### config.mk
export PLATFORM = sky130hd
export DESIGN_NAME = uart_rx
export DESIGN_NICKNAME = d
export VERILOG_FILES = /design/src/rtl/uart_rx_pkg.sv /design/src/rtl/uart_line_sampler.sv /design/src/rtl/uart_frame_assembler.sv /design/src/rtl/uart_rx_holding.sv /design/src/rtl/uart_rx.sv
export SDC_FILE = /design/constraint.sdc
export NUM_CORES = 1
export LEC_CHECK = 0
export ABC_AREA = 1
export BUFFER_PORTS_ARGS = -buffer_cell sky130_fd_sc_hd__buf_2
export CORE_MARGIN = 1.5
export CORE_UTILIZATION = 50
export CTS_BUF_LIST = sky130_fd_sc_hd__clkbuf_2 sky130_fd_sc_hd__clkbuf_4 sky130_fd_sc_hd__clkbuf_8
export CTS_CLUSTER_DIAMETER = 150
export DETAILED_ROUTE_END_ITERATION = 7
export PLACE_DENSITY = 0.74
export RECOVER_POWER = 100
export SYNTH_ARGS = -nofsm -noshare
export SYNTH_HDL_FRONTEND = slang
export SYNTH_SLANG_ARGS = --single-unit
export TNS_END_PERCENT = 30
### constraint.sdc
create_clock -name clk -period 1.8 [get_ports clk]
set_clock_uncertainty 0.2 [all_clocks]
set_input_delay 0.18 -clock clk [delete_from_list [all_inputs] [get_ports clk]]
set_output_delay 0.18 -clock clk [all_outputs]
set_load 0.02 [all_outputs]
### src/rtl/uart_rx_pkg.sv
`default_nettype none

package uart_rx_pkg;

  // Bit timing for a 10 MHz clock at 1 Mbaud
  localparam int CLOCKS_PER_BIT = 10;

  // Start bit is confirmed in the middle of its period
  localparam int HALF_BIT = CLOCKS_PER_BIT / 2;

  // 8N1 framing
  localparam int DATA_BITS = 8;

  // One received character
  typedef logic [DATA_BITS-1:0] uart_byte_t;

  // Counts clock cycles within a bit, up to CLOCKS_PER_BIT - 1
  typedef logic [$clog2(CLOCKS_PER_BIT)-1:0] baud_cnt_t;

  // Index of the current data bit
  typedef logic [$clog2(DATA_BITS)-1:0] bit_idx_t;

  // Line sampler FSM
  typedef enum logic [1:0] {
    ST_IDLE,
    ST_START,
    ST_DATA,
    ST_STOP
  } sampler_state_t;

  // Mid-bit sample passed from the sampler to the assembler
  typedef struct packed {
    logic strobe;   // sample present this cycle
    logic is_stop;  // sample belongs to the stop bit
    logic level;    // sampled line value
  } rx_sample_t;

endpackage

`default_nettype wire

### src/rtl/uart_line_sampler.sv
`timescale 1ns/1ps
`default_nettype none

module uart_line_sampler
  import uart_rx_pkg::*;
(
  input  logic       clk,
  input  logic       rst_n,
  input  logic       rx_pin,
  output rx_sample_t sample
);

  // Two-flop synchronizer on the asynchronous pin
  logic rx_meta;
  logic rx_sync;

  sampler_state_t state;
  sampler_state_t state_nxt;
  baud_cnt_t      baud_cnt;
  baud_cnt_t      baud_cnt_nxt;
  bit_idx_t       bit_idx;
  bit_idx_t       bit_idx_nxt;

  logic half_done;
  logic bit_done;
  logic last_bit;

  // Line idles high, so the synchronizer resets high to avoid a false start
  always_ff @(posedge clk) begin
    if (!rst_n) begin
      rx_meta <= 1'b1;
      rx_sync <= 1'b1;
    end else begin
      rx_meta <= rx_pin;
      rx_sync <= rx_meta;
    end
  end

  assign half_done = (baud_cnt == baud_cnt_t'(HALF_BIT - 1));
  assign bit_done  = (baud_cnt == baud_cnt_t'(CLOCKS_PER_BIT - 1));
  assign last_bit  = (bit_idx == bit_idx_t'(DATA_BITS - 1));

  // Next-state logic
  always_comb begin
    state_nxt    = state;
    baud_cnt_nxt = baud_cnt + 1'b1;
    bit_idx_nxt  = bit_idx;

    case (state)
      ST_IDLE: begin
        // Counter stays at zero until a falling edge shows up
        baud_cnt_nxt = '0;
        if (!rx_sync) begin
          state_nxt = ST_START;
        end
      end

      ST_START: begin
        if (half_done) begin
          baud_cnt_nxt = '0;
          bit_idx_nxt  = '0;
          // Line back high at mid start bit means a glitch
          if (rx_sync) begin
            state_nxt = ST_IDLE;
          end else begin
            state_nxt = ST_DATA;
          end
        end
      end

      ST_DATA: begin
        if (bit_done) begin
          baud_cnt_nxt = '0;
          if (last_bit) begin
            state_nxt = ST_STOP;
          end else begin
            bit_idx_nxt = bit_idx + 1'b1;
          end
        end
      end

      ST_STOP: begin
        // Back to idle right at mid stop bit, ready for the next edge
        if (bit_done) begin
          baud_cnt_nxt = '0;
          state_nxt    = ST_IDLE;
        end
      end

      default: begin
        baud_cnt_nxt = '0;
        state_nxt    = ST_IDLE;
      end
    endcase
  end

  always_ff @(posedge clk) begin
    if (!rst_n) begin
      state    <= ST_IDLE;
      baud_cnt <= '0;
      bit_idx  <= '0;
    end else begin
      state    <= state_nxt;
      baud_cnt <= baud_cnt_nxt;
      bit_idx  <= bit_idx_nxt;
    end
  end

  // Sample output is combinational so the assembler sees it with no extra delay
  always_comb begin
    sample.strobe  = bit_done && ((state == ST_DATA) || (state == ST_STOP));
    sample.is_stop = (state == ST_STOP);
    sample.level   = rx_sync;
  end

endmodule

`default_nettype wire

### src/rtl/uart_frame_assembler.sv
`timescale 1ns/1ps
`default_nettype none

module uart_frame_assembler
  import uart_rx_pkg::*;
(
  input  logic       clk,
  input  logic       rst_n,
  input  rx_sample_t sample,
  output logic       byte_strobe,
  output uart_byte_t byte_data,
  output logic       frame_err
);

  uart_byte_t shift_reg;

  logic data_shift;
  logic stop_seen;

  assign data_shift = sample.strobe && !sample.is_stop;
  assign stop_seen  = sample.strobe && sample.is_stop;

  // LSB first on the line, so shift in from the top
  always_ff @(posedge clk) begin
    if (data_shift) begin
      shift_reg <= {sample.level, shift_reg[DATA_BITS-1:1]};
    end
  end

  // Byte is captured at the stop bit and held until the next frame ends
  always_ff @(posedge clk) begin
    if (stop_seen) begin
      byte_data <= shift_reg;
    end
  end

  // One-cycle result pulses, one cycle after the stop sample
  always_ff @(posedge clk) begin
    if (!rst_n) begin
      byte_strobe <= 1'b0;
      frame_err   <= 1'b0;
    end else begin
      byte_strobe <= stop_seen && sample.level;
      // Low stop bit drops the whole frame
      frame_err   <= stop_seen && !sample.level;
    end
  end

endmodule

`default_nettype wire

### src/rtl/uart_rx_holding.sv
`timescale 1ns/1ps
`default_nettype none

module uart_rx_holding
  import uart_rx_pkg::*;
(
  input  logic       clk,
  input  logic       rst_n,
  input  logic       byte_strobe,
  input  uart_byte_t byte_data,
  output logic       rx_valid,
  output uart_byte_t rx_data,
  input  logic       rx_ready,
  output logic       overrun
);

  logic transfer;
  logic load;
  logic drop;

  assign transfer = rx_valid && rx_ready;

  // New byte fits if the buffer is empty or drains this cycle
  assign load = byte_strobe && (!rx_valid || rx_ready);

  // Held byte still waiting, so the new one is refused
  assign drop = byte_strobe && rx_valid && !rx_ready;

  always_ff @(posedge clk) begin
    if (!rst_n) begin
      rx_valid <= 1'b0;
      overrun  <= 1'b0;
    end else begin
      if (load) begin
        rx_valid <= 1'b1;
      end else if (transfer) begin
        rx_valid <= 1'b0;
      end
      overrun <= drop;
    end
  end

  // Data only changes on a load, which keeps it stable under back-pressure
  always_ff @(posedge clk) begin
    if (load) begin
      rx_data <= byte_data;
    end
  end

endmodule

`default_nettype wire

### src/rtl/uart_rx.sv
`timescale 1ns/1ps
`default_nettype none

module uart_rx
  import uart_rx_pkg::*;
(
  input  logic       clk,
  input  logic       rst_n,
  input  logic       rx_pin,
  output logic       rx_valid,
  output uart_byte_t rx_data,
  input  logic       rx_ready,
  output logic       frame_err,
  output logic       overrun
);

  // Sampler to assembler
  rx_sample_t sample;

  // Assembler to holding stage
  logic       byte_strobe;
  uart_byte_t byte_data;

  uart_line_sampler line_sampler_i (
    .clk    (clk),
    .rst_n  (rst_n),
    .rx_pin (rx_pin),
    .sample (sample)
  );

  uart_frame_assembler frame_assembler_i (
    .clk         (clk),
    .rst_n       (rst_n),
    .sample      (sample),
    .byte_strobe (byte_strobe),
    .byte_data   (byte_data),
    .frame_err   (frame_err)
  );

  uart_rx_holding holding_i (
    .clk         (clk),
    .rst_n       (rst_n),
    .byte_strobe (byte_strobe),
    .byte_data   (byte_data),
    .rx_valid    (rx_valid),
    .rx_data     (rx_data),
    .rx_ready    (rx_ready),
    .overrun     (overrun)
  );

endmodule

`default_nettype wire

==> impl_metrics.yaml, run 1 <==
status:
  run_status: "finished clean"
yosys:
  postSynth.asyncResetShare_pct: 0
  register_bit_total_from_synthesis: 39
  syn_inst: 125
  yosys.area.top_type: "sky130_fd_sc_hd__edfxtp_1"
  synth_most_common_cell: "sky130_fd_sc_hd__edfxtp_1"
  synth.area.top_cells: "sky130_fd_sc_hd__edfxtp_1, sky130_fd_sc_hd__dfxtp_1, sky130_fd_sc_hd__nor2_1"
  post_synth_top_area_share_pct: 49.53
  synth-seq-area-share_pct: 70.16
  synth.avg_cell_area_um2: 11.64
  synthTopCellsByCount: "sky130_fd_sc_hd__edfxtp_1, sky130_fd_sc_hd__nor2_1, sky130_fd_sc_hd__nand2_1, sky130_fd_sc_hd__inv_1, sky130_fd_sc_hd__dfxtp_1"
  syn-cell-area_um2: 1455
  ys_dominant_reg_cell: "sky130_fd_sc_hd__edfxtp_1"
  ys_types: 17
  yosys_warnings: 0
  syn_nets: 134
  synth_edf_count: 24
sta:
  worstMarginPinSlew_ps: 368.6
  final.setup.tns_ps: 0
  maxClockFrequency_mhz: 620.0
  final_max_slew_viol_count: 0
  final-setup-viol-count: 0
  max-slew-margin-rel_pct: 75.43
  period_minus_slack_ps: 1613
  min_period_over_period_pct: 89.61
  hold_viol_final: 0
  unrepaired_setup_endpoints_after_global_routing: "false"
cells_and_area:
  layout-drive-gt1-share_pct: 13.07
  areaGrowthSynthToFinish_pct: 16.34
  final_cell_area_um2: 1693
  post_route_utilization_pct: 61.39
  antenna_cells_inserted: 0
  nFillCells: 242
  finish.net_count: 161
placed_design:
  detailedPlacementHpwl_um: 1420
  post_dp_cell_area_um2: 1592
  placement.io_buffers: 14
  gp_routability_congestion: 0.8910
clocking:
  cts-root-buf: "sky130_fd_sc_hd__clkbuf_4"
  clk_latency_ps: 350
  post_cts.repair.setup_buffers: 0
  cts.htree.levels: 2
  cts_hold_buffers: 3
  cts.sink_count: 39
  tritoncts_clock_tree: "yes"
  clock_buffers_created_by_tritoncts: 5
  cts.path.max_buffers: 2
  worst_setup_hold_path_clk_slew_ps: 100
  ctsResizeCount: 0
drt:
  drt_wl_total_um: 1910
  ant_nets: 0
  initialDrtViolationCount: 21
  post_drt_via_cell_ratio: 4.777
  dr_total_vias: 879
  drt_pass1_iterations: 4
  remaining_design_rule_violation_count: 0
  routed_wire_length_per_instance_um: 10.38
power_and_ir_drop:
  comb_power_share_pct: 7.2
  cellLeakagePower_nw: 0.6568
  clkPwrFrac_pct: 39.2
  intPower_mw: 1.460
  report.power.total_mw: 1.832
  powerDensity_nw_per_um2: 1082
  power.sequential.fraction_pct: 53.6
  netSwitchingFraction_pct: 20.29
  peakVddDrop_v: 0.0008243
  power_switching_uw: 371.8
setup_path:
  cpPeakStageDelay_ps: 410
  cp.required_ps: 1660
  timing.setup.critical_path_class: "flop to flop"
  worstPathMaxFanout: 8
  crit_path_end_kind: "flop"
  critical-path-slowest-cell: "sky130_fd_sc_hd__dfxtp_1"
  worstPathCellList: "ha_1 > nand3_1 > nor3_1 > buf_4"
  crit_arrival_ps: 1470
  setup_crit_start_kind: "flop"
global_routing:
  gr-usage-all-layers_pct: 13.66
  grt_antenna_before_repair: 0
  grt.overflow.total: 0
  grt_pass1_wl_um: 3243
  vias_in_the_first_global_route: 824
  maximum_number_of_pins_on_one_net_before_global_route_repair: 13
die:
  die_width_um: 56.95
  design.core.area_um2: 2758
  floorplan.io_pins: 15
  die_height_um: 56.95
  fp.dieArea_um2: 3243
  initial_standard_cell_utilization_of_the_core_pct: 52.77
  std_cell_rows: 19
worst_hold_path:
  hold_crit_path_type: "flop to flop"
job:
  max-cap-violations: 0
[critical path, delay by kind of cell (launching register included)]
kind                     cells  cell delay [ps]
flip-flops                   1              410
buffers and inverters        1              190
adder cells (fa/ha/maj)      1              180
AND/OR/NAND/NOR              2              350
[per-layer routing]
layer,track usage [%],vias up,wire length [um]
met5,0,-,0
met1,13.85,394,821
met3,6.803,8,128
met4,8.638,0,63
li1,-,454,-
met2,22.33,23,897
[cells in the final DEF, fill, tap and decap left out]
| cell type | n |
|---|---|
| sky130_fd_sc_hd__a21oi_1 | 5 |
| sky130_fd_sc_hd__buf_2 | 2 |
| sky130_fd_sc_hd__buf_4 | 2 |
| sky130_fd_sc_hd__bufinv_16 | 2 |
| sky130_fd_sc_hd__clkbuf_1 | 13 |
| sky130_fd_sc_hd__clkbuf_4 | 6 |
| sky130_fd_sc_hd__dfxtp_1 | 15 |
| sky130_fd_sc_hd__dlygate4sd3_1 | 3 |
| sky130_fd_sc_hd__edfxtp_1 | 24 |
| sky130_fd_sc_hd__ha_1 | 5 |
| sky130_fd_sc_hd__inv_1 | 17 |
| sky130_fd_sc_hd__inv_2 | 3 |
| sky130_fd_sc_hd__nand2_1 | 21 |
| sky130_fd_sc_hd__nand3_1 | 6 |
| sky130_fd_sc_hd__nand3_4 | 1 |
| sky130_fd_sc_hd__nor2_1 | 18 |
| sky130_fd_sc_hd__nor2_2 | 1 |
| sky130_fd_sc_hd__nor2_4 | 1 |
| sky130_fd_sc_hd__nor3_1 | 4 |
| sky130_fd_sc_hd__or2_2 | 2 |
| sky130_fd_sc_hd__xnor2_1 | 1 |
| sky130_fd_sc_hd__xor2_1 | 1 |
[power by group through the flow]
stage / Clock [mW] / Sequential (mW) / Combinational [mW]
after global placement: 0 / 1.00 / 0.125
after CTS: 0.736 / 0.982 / 0.138
after detailed placement: 0 / 1.00 / 0.132
after floorplan: 0 / 0.998 / 0.110
final: 0.718 / 0.982 / 0.132
after global routing: 0.771 / 0.986 / 0.154
[stage by stage]
step	hold slack, ps	cells	worst slack, ps
5_1_grt	237.4	184	55.87
6_report	228.4	184	187.1
4_1_cts	231.5	184	198.8
3_5_place_dp	169.3	173	194.9
2_1_floorplan	86.58	125	48.96
3_3_place_gp	167.7	173	252.7
[area by class of cell]
class                      count  area, um2  share of cell area (%)
sequential                    39       1021                   60.31
multi-input combinational     66      349.1                   20.62
timing repair buffer          20      103.9                   6.135
inverter                      20      75.07                   4.435
clock inverter                 2      60.06                   3.548
clock buffer                   6      45.04                   2.661
tap                           31      38.79                   2.291
[cell families after synthesis]
logic type	count (synthesis)	share of synthesized area [%]
buffers and inverters	20	5.159
AO/OA/AOI/OAI	5	1.719
XOR/XNOR	2	1.204
flip-flops	39	70.16
AND/OR/NAND/NOR	54	17.45
adder cells (fa/ha/maj)	5	4.299
[path summary, 6_finish.rpt]
path,depth (start not counted),to,start,slack [ps]
worst max-delay path,4,frame_assembler_i.shift_reg[5],line_sampler_i.baud_cnt[0],190
worst min register to register,1,line_sampler_i.rx_sync,line_sampler_i.rx_meta,230
worst min-delay path,1,line_sampler_i.rx_sync,line_sampler_i.rx_meta,230
worst max register to register,4,frame_assembler_i.shift_reg[5],line_sampler_i.baud_cnt[0],190
(Power assumes the default switching activity.)
==> inputs of run 2 (changes only) <==
ABC_AREA = 0   (was 1)
==> impl_metrics.yaml, run 2 <==
setup_path:
  cp.required_ps: 1630
  setup_crit_start_kind: "flop"
  timing.setup.critical_path_class: "flop to flop"
  crit_path_end_kind: "flop"
  crit_arrival_ps: 1520
  worstPathMaxFanout: 11
clocking:
  cts.htree.levels: 2
  tritoncts_clock_tree: "yes"
  cts-root-buf: "sky130_fd_sc_hd__clkbuf_4"
  worst_setup_hold_path_clk_slew_ps: 110
  clock_buffers_created_by_tritoncts: 5
  cts.path.max_buffers: 2
  clk_latency_ps: 340
  cts.sink_count: 39
sta:
  final-setup-viol-count: 0
  hold_viol_final: 0
  min_period_over_period_pct: 94.09
  final_max_slew_viol_count: 0
  fin_ws_ps: 106.4
  unrepaired_setup_endpoints_after_global_routing: "false"
  max-slew-margin-rel_pct: 73.02
  hold-worst-slack_ps: 227.5
  worstMarginPinSlew_ps: 404.7
  period_minus_slack_ps: 1694
  maxClockFrequency_mhz: 590.4
  final.setup.tns_ps: 0
yosys:
  register_bit_total_from_synthesis: 39
  post_synth_top_area_share_pct: 51.43
  ys_types: 26
  synth.area.top_cells: "sky130_fd_sc_hd__edfxtp_1, sky130_fd_sc_hd__dfxtp_1, sky130_fd_sc_hd__ha_1"
  ys_dominant_reg_cell: "sky130_fd_sc_hd__edfxtp_1"
  postSynth.asyncResetShare_pct: 0
  syn_nets: 102
  yosys.area.top_type: "sky130_fd_sc_hd__edfxtp_1"
  synth_edf_count: 24
  yosys_warnings: 0
  synth.avg_cell_area_um2: 15.07
  synth-seq-area-share_pct: 72.86
  synthTopCellsByCount: "sky130_fd_sc_hd__edfxtp_1, sky130_fd_sc_hd__dfxtp_1, sky130_fd_sc_hd__nand2_1, sky130_fd_sc_hd__nor2_1, sky130_fd_sc_hd__ha_1"
  syn-cell-area_um2: 1401
  synth_most_common_cell: "sky130_fd_sc_hd__edfxtp_1"
  syn_inst: 93
die:
  fp.dieArea_um2: 3129
  std_cell_rows: 19
  design.core.area_um2: 2710
  initial_standard_cell_utilization_of_the_core_pct: 51.71
  die_height_um: 55.94
  die_width_um: 55.94
  floorplan.io_pins: 15
global_routing:
  gr-usage-all-layers_pct: 14.11
  vias_in_the_first_global_route: 752
  grt.overflow.total: 0
  maximum_number_of_pins_on_one_net_before_global_route_repair: 13
  grt_antenna_before_repair: 0
  grt_pass1_wl_um: 3194
status:
  run_status: "finished clean"
worst_hold_path:
  hold_crit_path_type: "flop to flop"
cells_and_area:
  areaGrowthSynthToFinish_pct: 14.20
  layout_commonest_cell: "sky130_fd_sc_hd__edfxtp_1"
  antenna_cells_inserted: 0
  layout.cells.most_common_list: "sky130_fd_sc_hd__edfxtp_1, sky130_fd_sc_hd__dfxtp_1, sky130_fd_sc_hd__clkbuf_1"
  post_route_utilization_pct: 59.05
  finish.net_count: 128
  layout-drive-gt1-share_pct: 14.17
drt:
  initialDrtViolationCount: 9
  ant_nets: 0
  drt_pass1_iterations: 4
  remaining_design_rule_violation_count: 0
  post_drt_via_cell_ratio: 4.974
  routed_wire_length_per_instance_um: 13.03
  drt_wl_total_um: 1968
  dr_total_vias: 751
power_and_ir_drop:
  powerDensity_nw_per_um2: 891.6
  cellLeakagePower_nw: 0.5711
  peakVddDrop_v: 0.0005669
placed_design:
  detailedPlacementHpwl_um: 1332
  pre_cts_slack_ps: -4.061
  placement.io_buffers: 14
  gp_routability_congestion: 0.7870
job:
  max-cap-violations: 0
-- run 2: cell types whose count changed after synthesis, moves of 3 or more --
cell	before	now
sky130_fd_sc_hd__a21oi_1	5	2
sky130_fd_sc_hd__mux2i_1	0	3
sky130_fd_sc_hd__nor2_1	18	6
sky130_fd_sc_hd__and2_1	0	4
sky130_fd_sc_hd__nand2_1	17	6
sky130_fd_sc_hd__nand2_2	4	0
sky130_fd_sc_hd__nor3_1	4	1
sky130_fd_sc_hd__inv_2	4	0
sky130_fd_sc_hd__inv_1	16	3
sky130_fd_sc_hd__and3_1	0	3
-- run 2: repair_timing --
| item | CTS | global route |
|---|---|---|
| endpoints found under the setup margin | 8 | 0 |
| resized for setup | 1 | 0 |
| hold buffers | 4 | 0 |
| setup buffers | 0 | 0 |
| hold endpoints to repair | 9 | 0 |
-- run 2: power by group --
group / switching [mW] / total, mW / internal (mW)
Sequential: 0.00397 / 0.944 / 0.940
Combinational: 0.0113 / 0.0254 / 0.0141
Clock: 0.271 / 0.457 / 0.186
Total: 0.286 / 1.43 / 1.14
-- run 2: logic make-up after synthesis --
kind of cell | synth area share [%]
DFF | 72.86
and+or+nand+nor | 14.20
AOI/OAI and AO/OA | 3.750
adders and majority gates | 4.464
buffers and inverters | 1.339
muxes | 2.143
xor gates and xnor gates | 1.250
-- run 2: final timing paths --
path                                     to  slack, ps                            from  cells after the start
max          frame_assembler_i.byte_data[0]        110      line_sampler_i.baud_cnt[1]                      4
min reg2reg            holding_i.rx_data[2]        230  frame_assembler_i.byte_data[2]                      0
max reg2reg  frame_assembler_i.byte_data[0]        110      line_sampler_i.baud_cnt[1]                      4
min                    holding_i.rx_data[2]        230  frame_assembler_i.byte_data[2]                      0
-- run 2: layout make-up --
type | instances | area (um2)
multi-input combinational | 50 | 361.6
clock buffer | 6 | 51.30
inverter | 3 | 11.26
timing repair buffer | 20 | 105.1
fill | 222 | 1110
tap | 31 | 38.79
clock inverter | 2 | 11.26
sequential | 39 | 1021
-- run 2: critical path: stages (launching register included) --
cell                      delay [ps]
sky130_fd_sc_hd__dfxtp_1         340
sky130_fd_sc_hd__inv_1            80
sky130_fd_sc_hd__ha_1            170
sky130_fd_sc_hd__and3b_1         240
sky130_fd_sc_hd__and3_2          350
-- run 2: layer usage --
metal	up-vias	track usage, %	part of all wire, %
met3	4	4.186	5.5
met4	0	10.20	2.1
met1	342	14.73	42
met5	-	0	0
li1	382	-	-
met2	23	23.98	50
-- run 2: metrics by stage --
step                      power (mW)  cell area [um2]  cells
after floorplan               0.9770             1401     93
after global placement        0.9818             1518    139
after detailed placement      0.9832             1518    139
after CTS                      1.446             1622    151
after global routing           1.476             1600    151
final                          1.427             1600    151
==> inputs of run 3 (changes only) <==
CORE_MARGIN = 4   (was 1.5)
SYNTH_HIERARCHICAL = 1   (was unset)
==> impl_metrics.yaml, run 3 <==
yosys:
  ys_dominant_reg_cell: "sky130_fd_sc_hd__edfxtp_1"
  postSynth.asyncResetShare_pct: 0
  syn_inst: 91
  synth-seq-area-share_pct: 71.96
  yosys.area.top_type: "sky130_fd_sc_hd__edfxtp_1"
  ys_types: 32
  post_synth_top_area_share_pct: 50.79
  synth_edf_count: 24
  synth_most_common_cell: "sky130_fd_sc_hd__edfxtp_1"
  syn-cell-area_um2: 1419
  synth.avg_cell_area_um2: 15.59
  synthTopCellsByCount: "sky130_fd_sc_hd__edfxtp_1, sky130_fd_sc_hd__dfxtp_1, sky130_fd_sc_hd__ha_1, sky130_fd_sc_hd__nand2_1, sky130_fd_sc_hd__nand2b_1"
  syn_nets: 100
  yosys_warnings: 6
  register_bit_total_from_synthesis: 39
  synth.area.top_cells: "sky130_fd_sc_hd__edfxtp_1, sky130_fd_sc_hd__dfxtp_1, sky130_fd_sc_hd__ha_1"
clocking:
  cts.path.max_buffers: 2
  cts.htree.levels: 2
  clock_buffers_created_by_tritoncts: 5
  cts.sink_count: 39
  clk_latency_ps: 340
  post_cts.repair.setup_buffers: 0
  cts-root-buf: "sky130_fd_sc_hd__clkbuf_4"
  tritoncts_clock_tree: "yes"
  worst_setup_hold_path_clk_slew_ps: 110
power_and_ir_drop:
  report.power.total_mw: 1.547
  peakVddDrop_v: 0.0006825
  powerDensity_nw_per_um2: 933.1
  cellLeakagePower_nw: 0.5514
die:
  die_width_um: 61.27
  die_height_um: 61.27
  std_cell_rows: 19
  fp.dieArea_um2: 3754
  design.core.area_um2: 2734
  initial_standard_cell_utilization_of_the_core_pct: 51.90
  floorplan.io_pins: 15
sta:
  max-slew-margin-rel_pct: 65.28
  maxClockFrequency_mhz: 562.9
  worstMarginPinSlew_ps: 520.8
  final_max_slew_viol_count: 0
  hold_viol_final: 0
  unrepaired_setup_endpoints_after_global_routing: "true"
  period_minus_slack_ps: 1777
  final.setup.tns_ps: 0
  min_period_over_period_pct: 98.70
  final-setup-viol-count: 0
cells_and_area:
  regArea_um2: 1023
  finish.net_count: 125
  post_route_utilization_pct: 60.64
  layout-drive-gt1-share_pct: 17.95
  nFillCells: 210
  antenna_cells_inserted: 0
  layout.cells.most_common_list: "sky130_fd_sc_hd__edfxtp_1, sky130_fd_sc_hd__clkbuf_1, sky130_fd_sc_hd__dfxtp_1"
  area_of_the_multi_input_gates_um2: 405.4
  final_cells: 148
  areaGrowthSynthToFinish_pct: 16.84
  layout_commonest_cell: "sky130_fd_sc_hd__edfxtp_1"
drt:
  dr_total_vias: 764
  post_drt_via_cell_ratio: 5.162
  drt_wl_total_um: 2028
  remaining_design_rule_violation_count: 0
  initialDrtViolationCount: 21
  ant_nets: 0
  routed_wire_length_per_instance_um: 13.70
  drt_pass1_iterations: 3
setup_path:
  rr_worst_depth: 5
  worstPathMaxFanout: 3
  reg2reg_from: "line_sampler_i/bit_idx[0]"
  cp.required_ps: 1870
  setup_crit_start_kind: "flop"
  worstReg2RegEnd: "line_sampler_i/bit_idx[0]"
  crit_arrival_ps: 1840
  worst-r2r-setup-slack_ps: 20
  timing.setup.critical_path_class: "flop to flop"
  crit_path_end_kind: "flop"
placed_design:
  placement.io_buffers: 14
  detailedPlacementHpwl_um: 1455
  gp_routability_congestion: 0.6801
  dpl.cell_count: 136
worst_hold_path:
  hold-path-endpoint: "holding_i/rx_data[0]"
  hold_crit_path_type: "flop to flop"
  worst_hold_startpoint: "frame_assembler_i/byte_data[0]"
  worstHoldPathCells: 0
global_routing:
  vias_in_the_first_global_route: 775
  maximum_number_of_pins_on_one_net_before_global_route_repair: 14
  grt.overflow.total: 0
  grt_antenna_before_repair: 0
  grt_pass1_wl_um: 3187
  gr-usage-all-layers_pct: 12.47
status:
  run_status: "finished clean"
job:
  max-cap-violations: 0
[run 3: cells by family (layout without fill, tap and decap cells)]
| family | count (synthesis) | count (layout) | synth area share, % |
|---|---|---|---|
| xor+xnor | 2 | 2 | 1.235 |
| mux | 3 | 3 | 2.116 |
| compound gates | 8 | 8 | 4.585 |
| simple gates | 30 | 30 | 14.37 |
| buf+inv | 4 | 30 | 1.323 |
| flops | 39 | 39 | 71.96 |
| fa+ha+maj | 5 | 5 | 4.409 |
[run 3: worst max path at each step]
stage / start / endpoint / slack, ps / cells past startpoint
3_5_place_dp: line_sampler_i/bit_idx[0] / line_sampler_i/bit_idx[0] / 9 / 5
6_report: line_sampler_i/bit_idx[0] / line_sampler_i/bit_idx[0] / 20 / 5
4_1_cts: line_sampler_i/bit_idx[0] / line_sampler_i/bit_idx[0] / 6 / 5
2_1_floorplan: line_sampler_i/bit_idx[0] / line_sampler_i/bit_idx[0] / 130 / 5
5_1_grt: line_sampler_i/bit_idx[0] / line_sampler_i/bit_idx[0] / -20 / 5
3_3_place_gp: line_sampler_i/bit_idx[0] / line_sampler_i/bit_idx[2] / 110 / 5
[run 3: where the power goes]
part / leakage (nW) / internal [mW] / switching, mW / total, mW
combinational: 0.168 / 0.0129 / 0.0135 / 0.0263
clock: 0.0452 / 0.292 / 0.283 / 0.575
sequential: 0.338 / 0.940 / 0.00477 / 0.945
total: 0.551 / 1.25 / 0.301 / 1.55
[run 3: layout make-up]
class                      count  area share (%)
clock inverter                 3           2.642
tap                           31           2.340
sequential                    39           61.74
multi-input combinational     48           24.45
timing repair buffer          19           5.887
clock buffer                   5           2.264
inverter                       3          0.6792
[run 3: metrics by stage]
stage / hold WS [ps] / worst slack (ps) / area (um2)
finish: 227.3 / 23.35 / 1658
global route: 241.9 / -19.43 / 1658
CTS: 228.6 / 6.226 / 1649
detailed placement: 164.8 / 8.520 / 1528
global placement: 163.2 / 106.5 / 1528
floorplan: 53.04 / 131.7 / 1419
[run 3: repair_timing]
action	CTS	global route
hold buffers	4	0
resized for setup	0	8
endpoints found under the hold margin	7	0
endpoints found under the setup margin	2	13
pin swaps	1	2
[run 3: routing by layer]
layer | track usage [%] | routed length [um]
met3 | 3.774 | 102
met5 | 0 | 0
met4 | 9.288 | 60
met1 | 12.21 | 836
met2 | 21.90 | 1029
[run 3: critical path, cell delays in order (launching register included)]
cell and delay, ps:
sky130_fd_sc_hd__dfxtp_2 360, sky130_fd_sc_hd__ha_4 170, sky130_fd_sc_hd__ha_4 150, sky130_fd_sc_hd__or3b_4 400, sky130_fd_sc_hd__o22ai_4 200, sky130_fd_sc_hd__mux2i_1 220
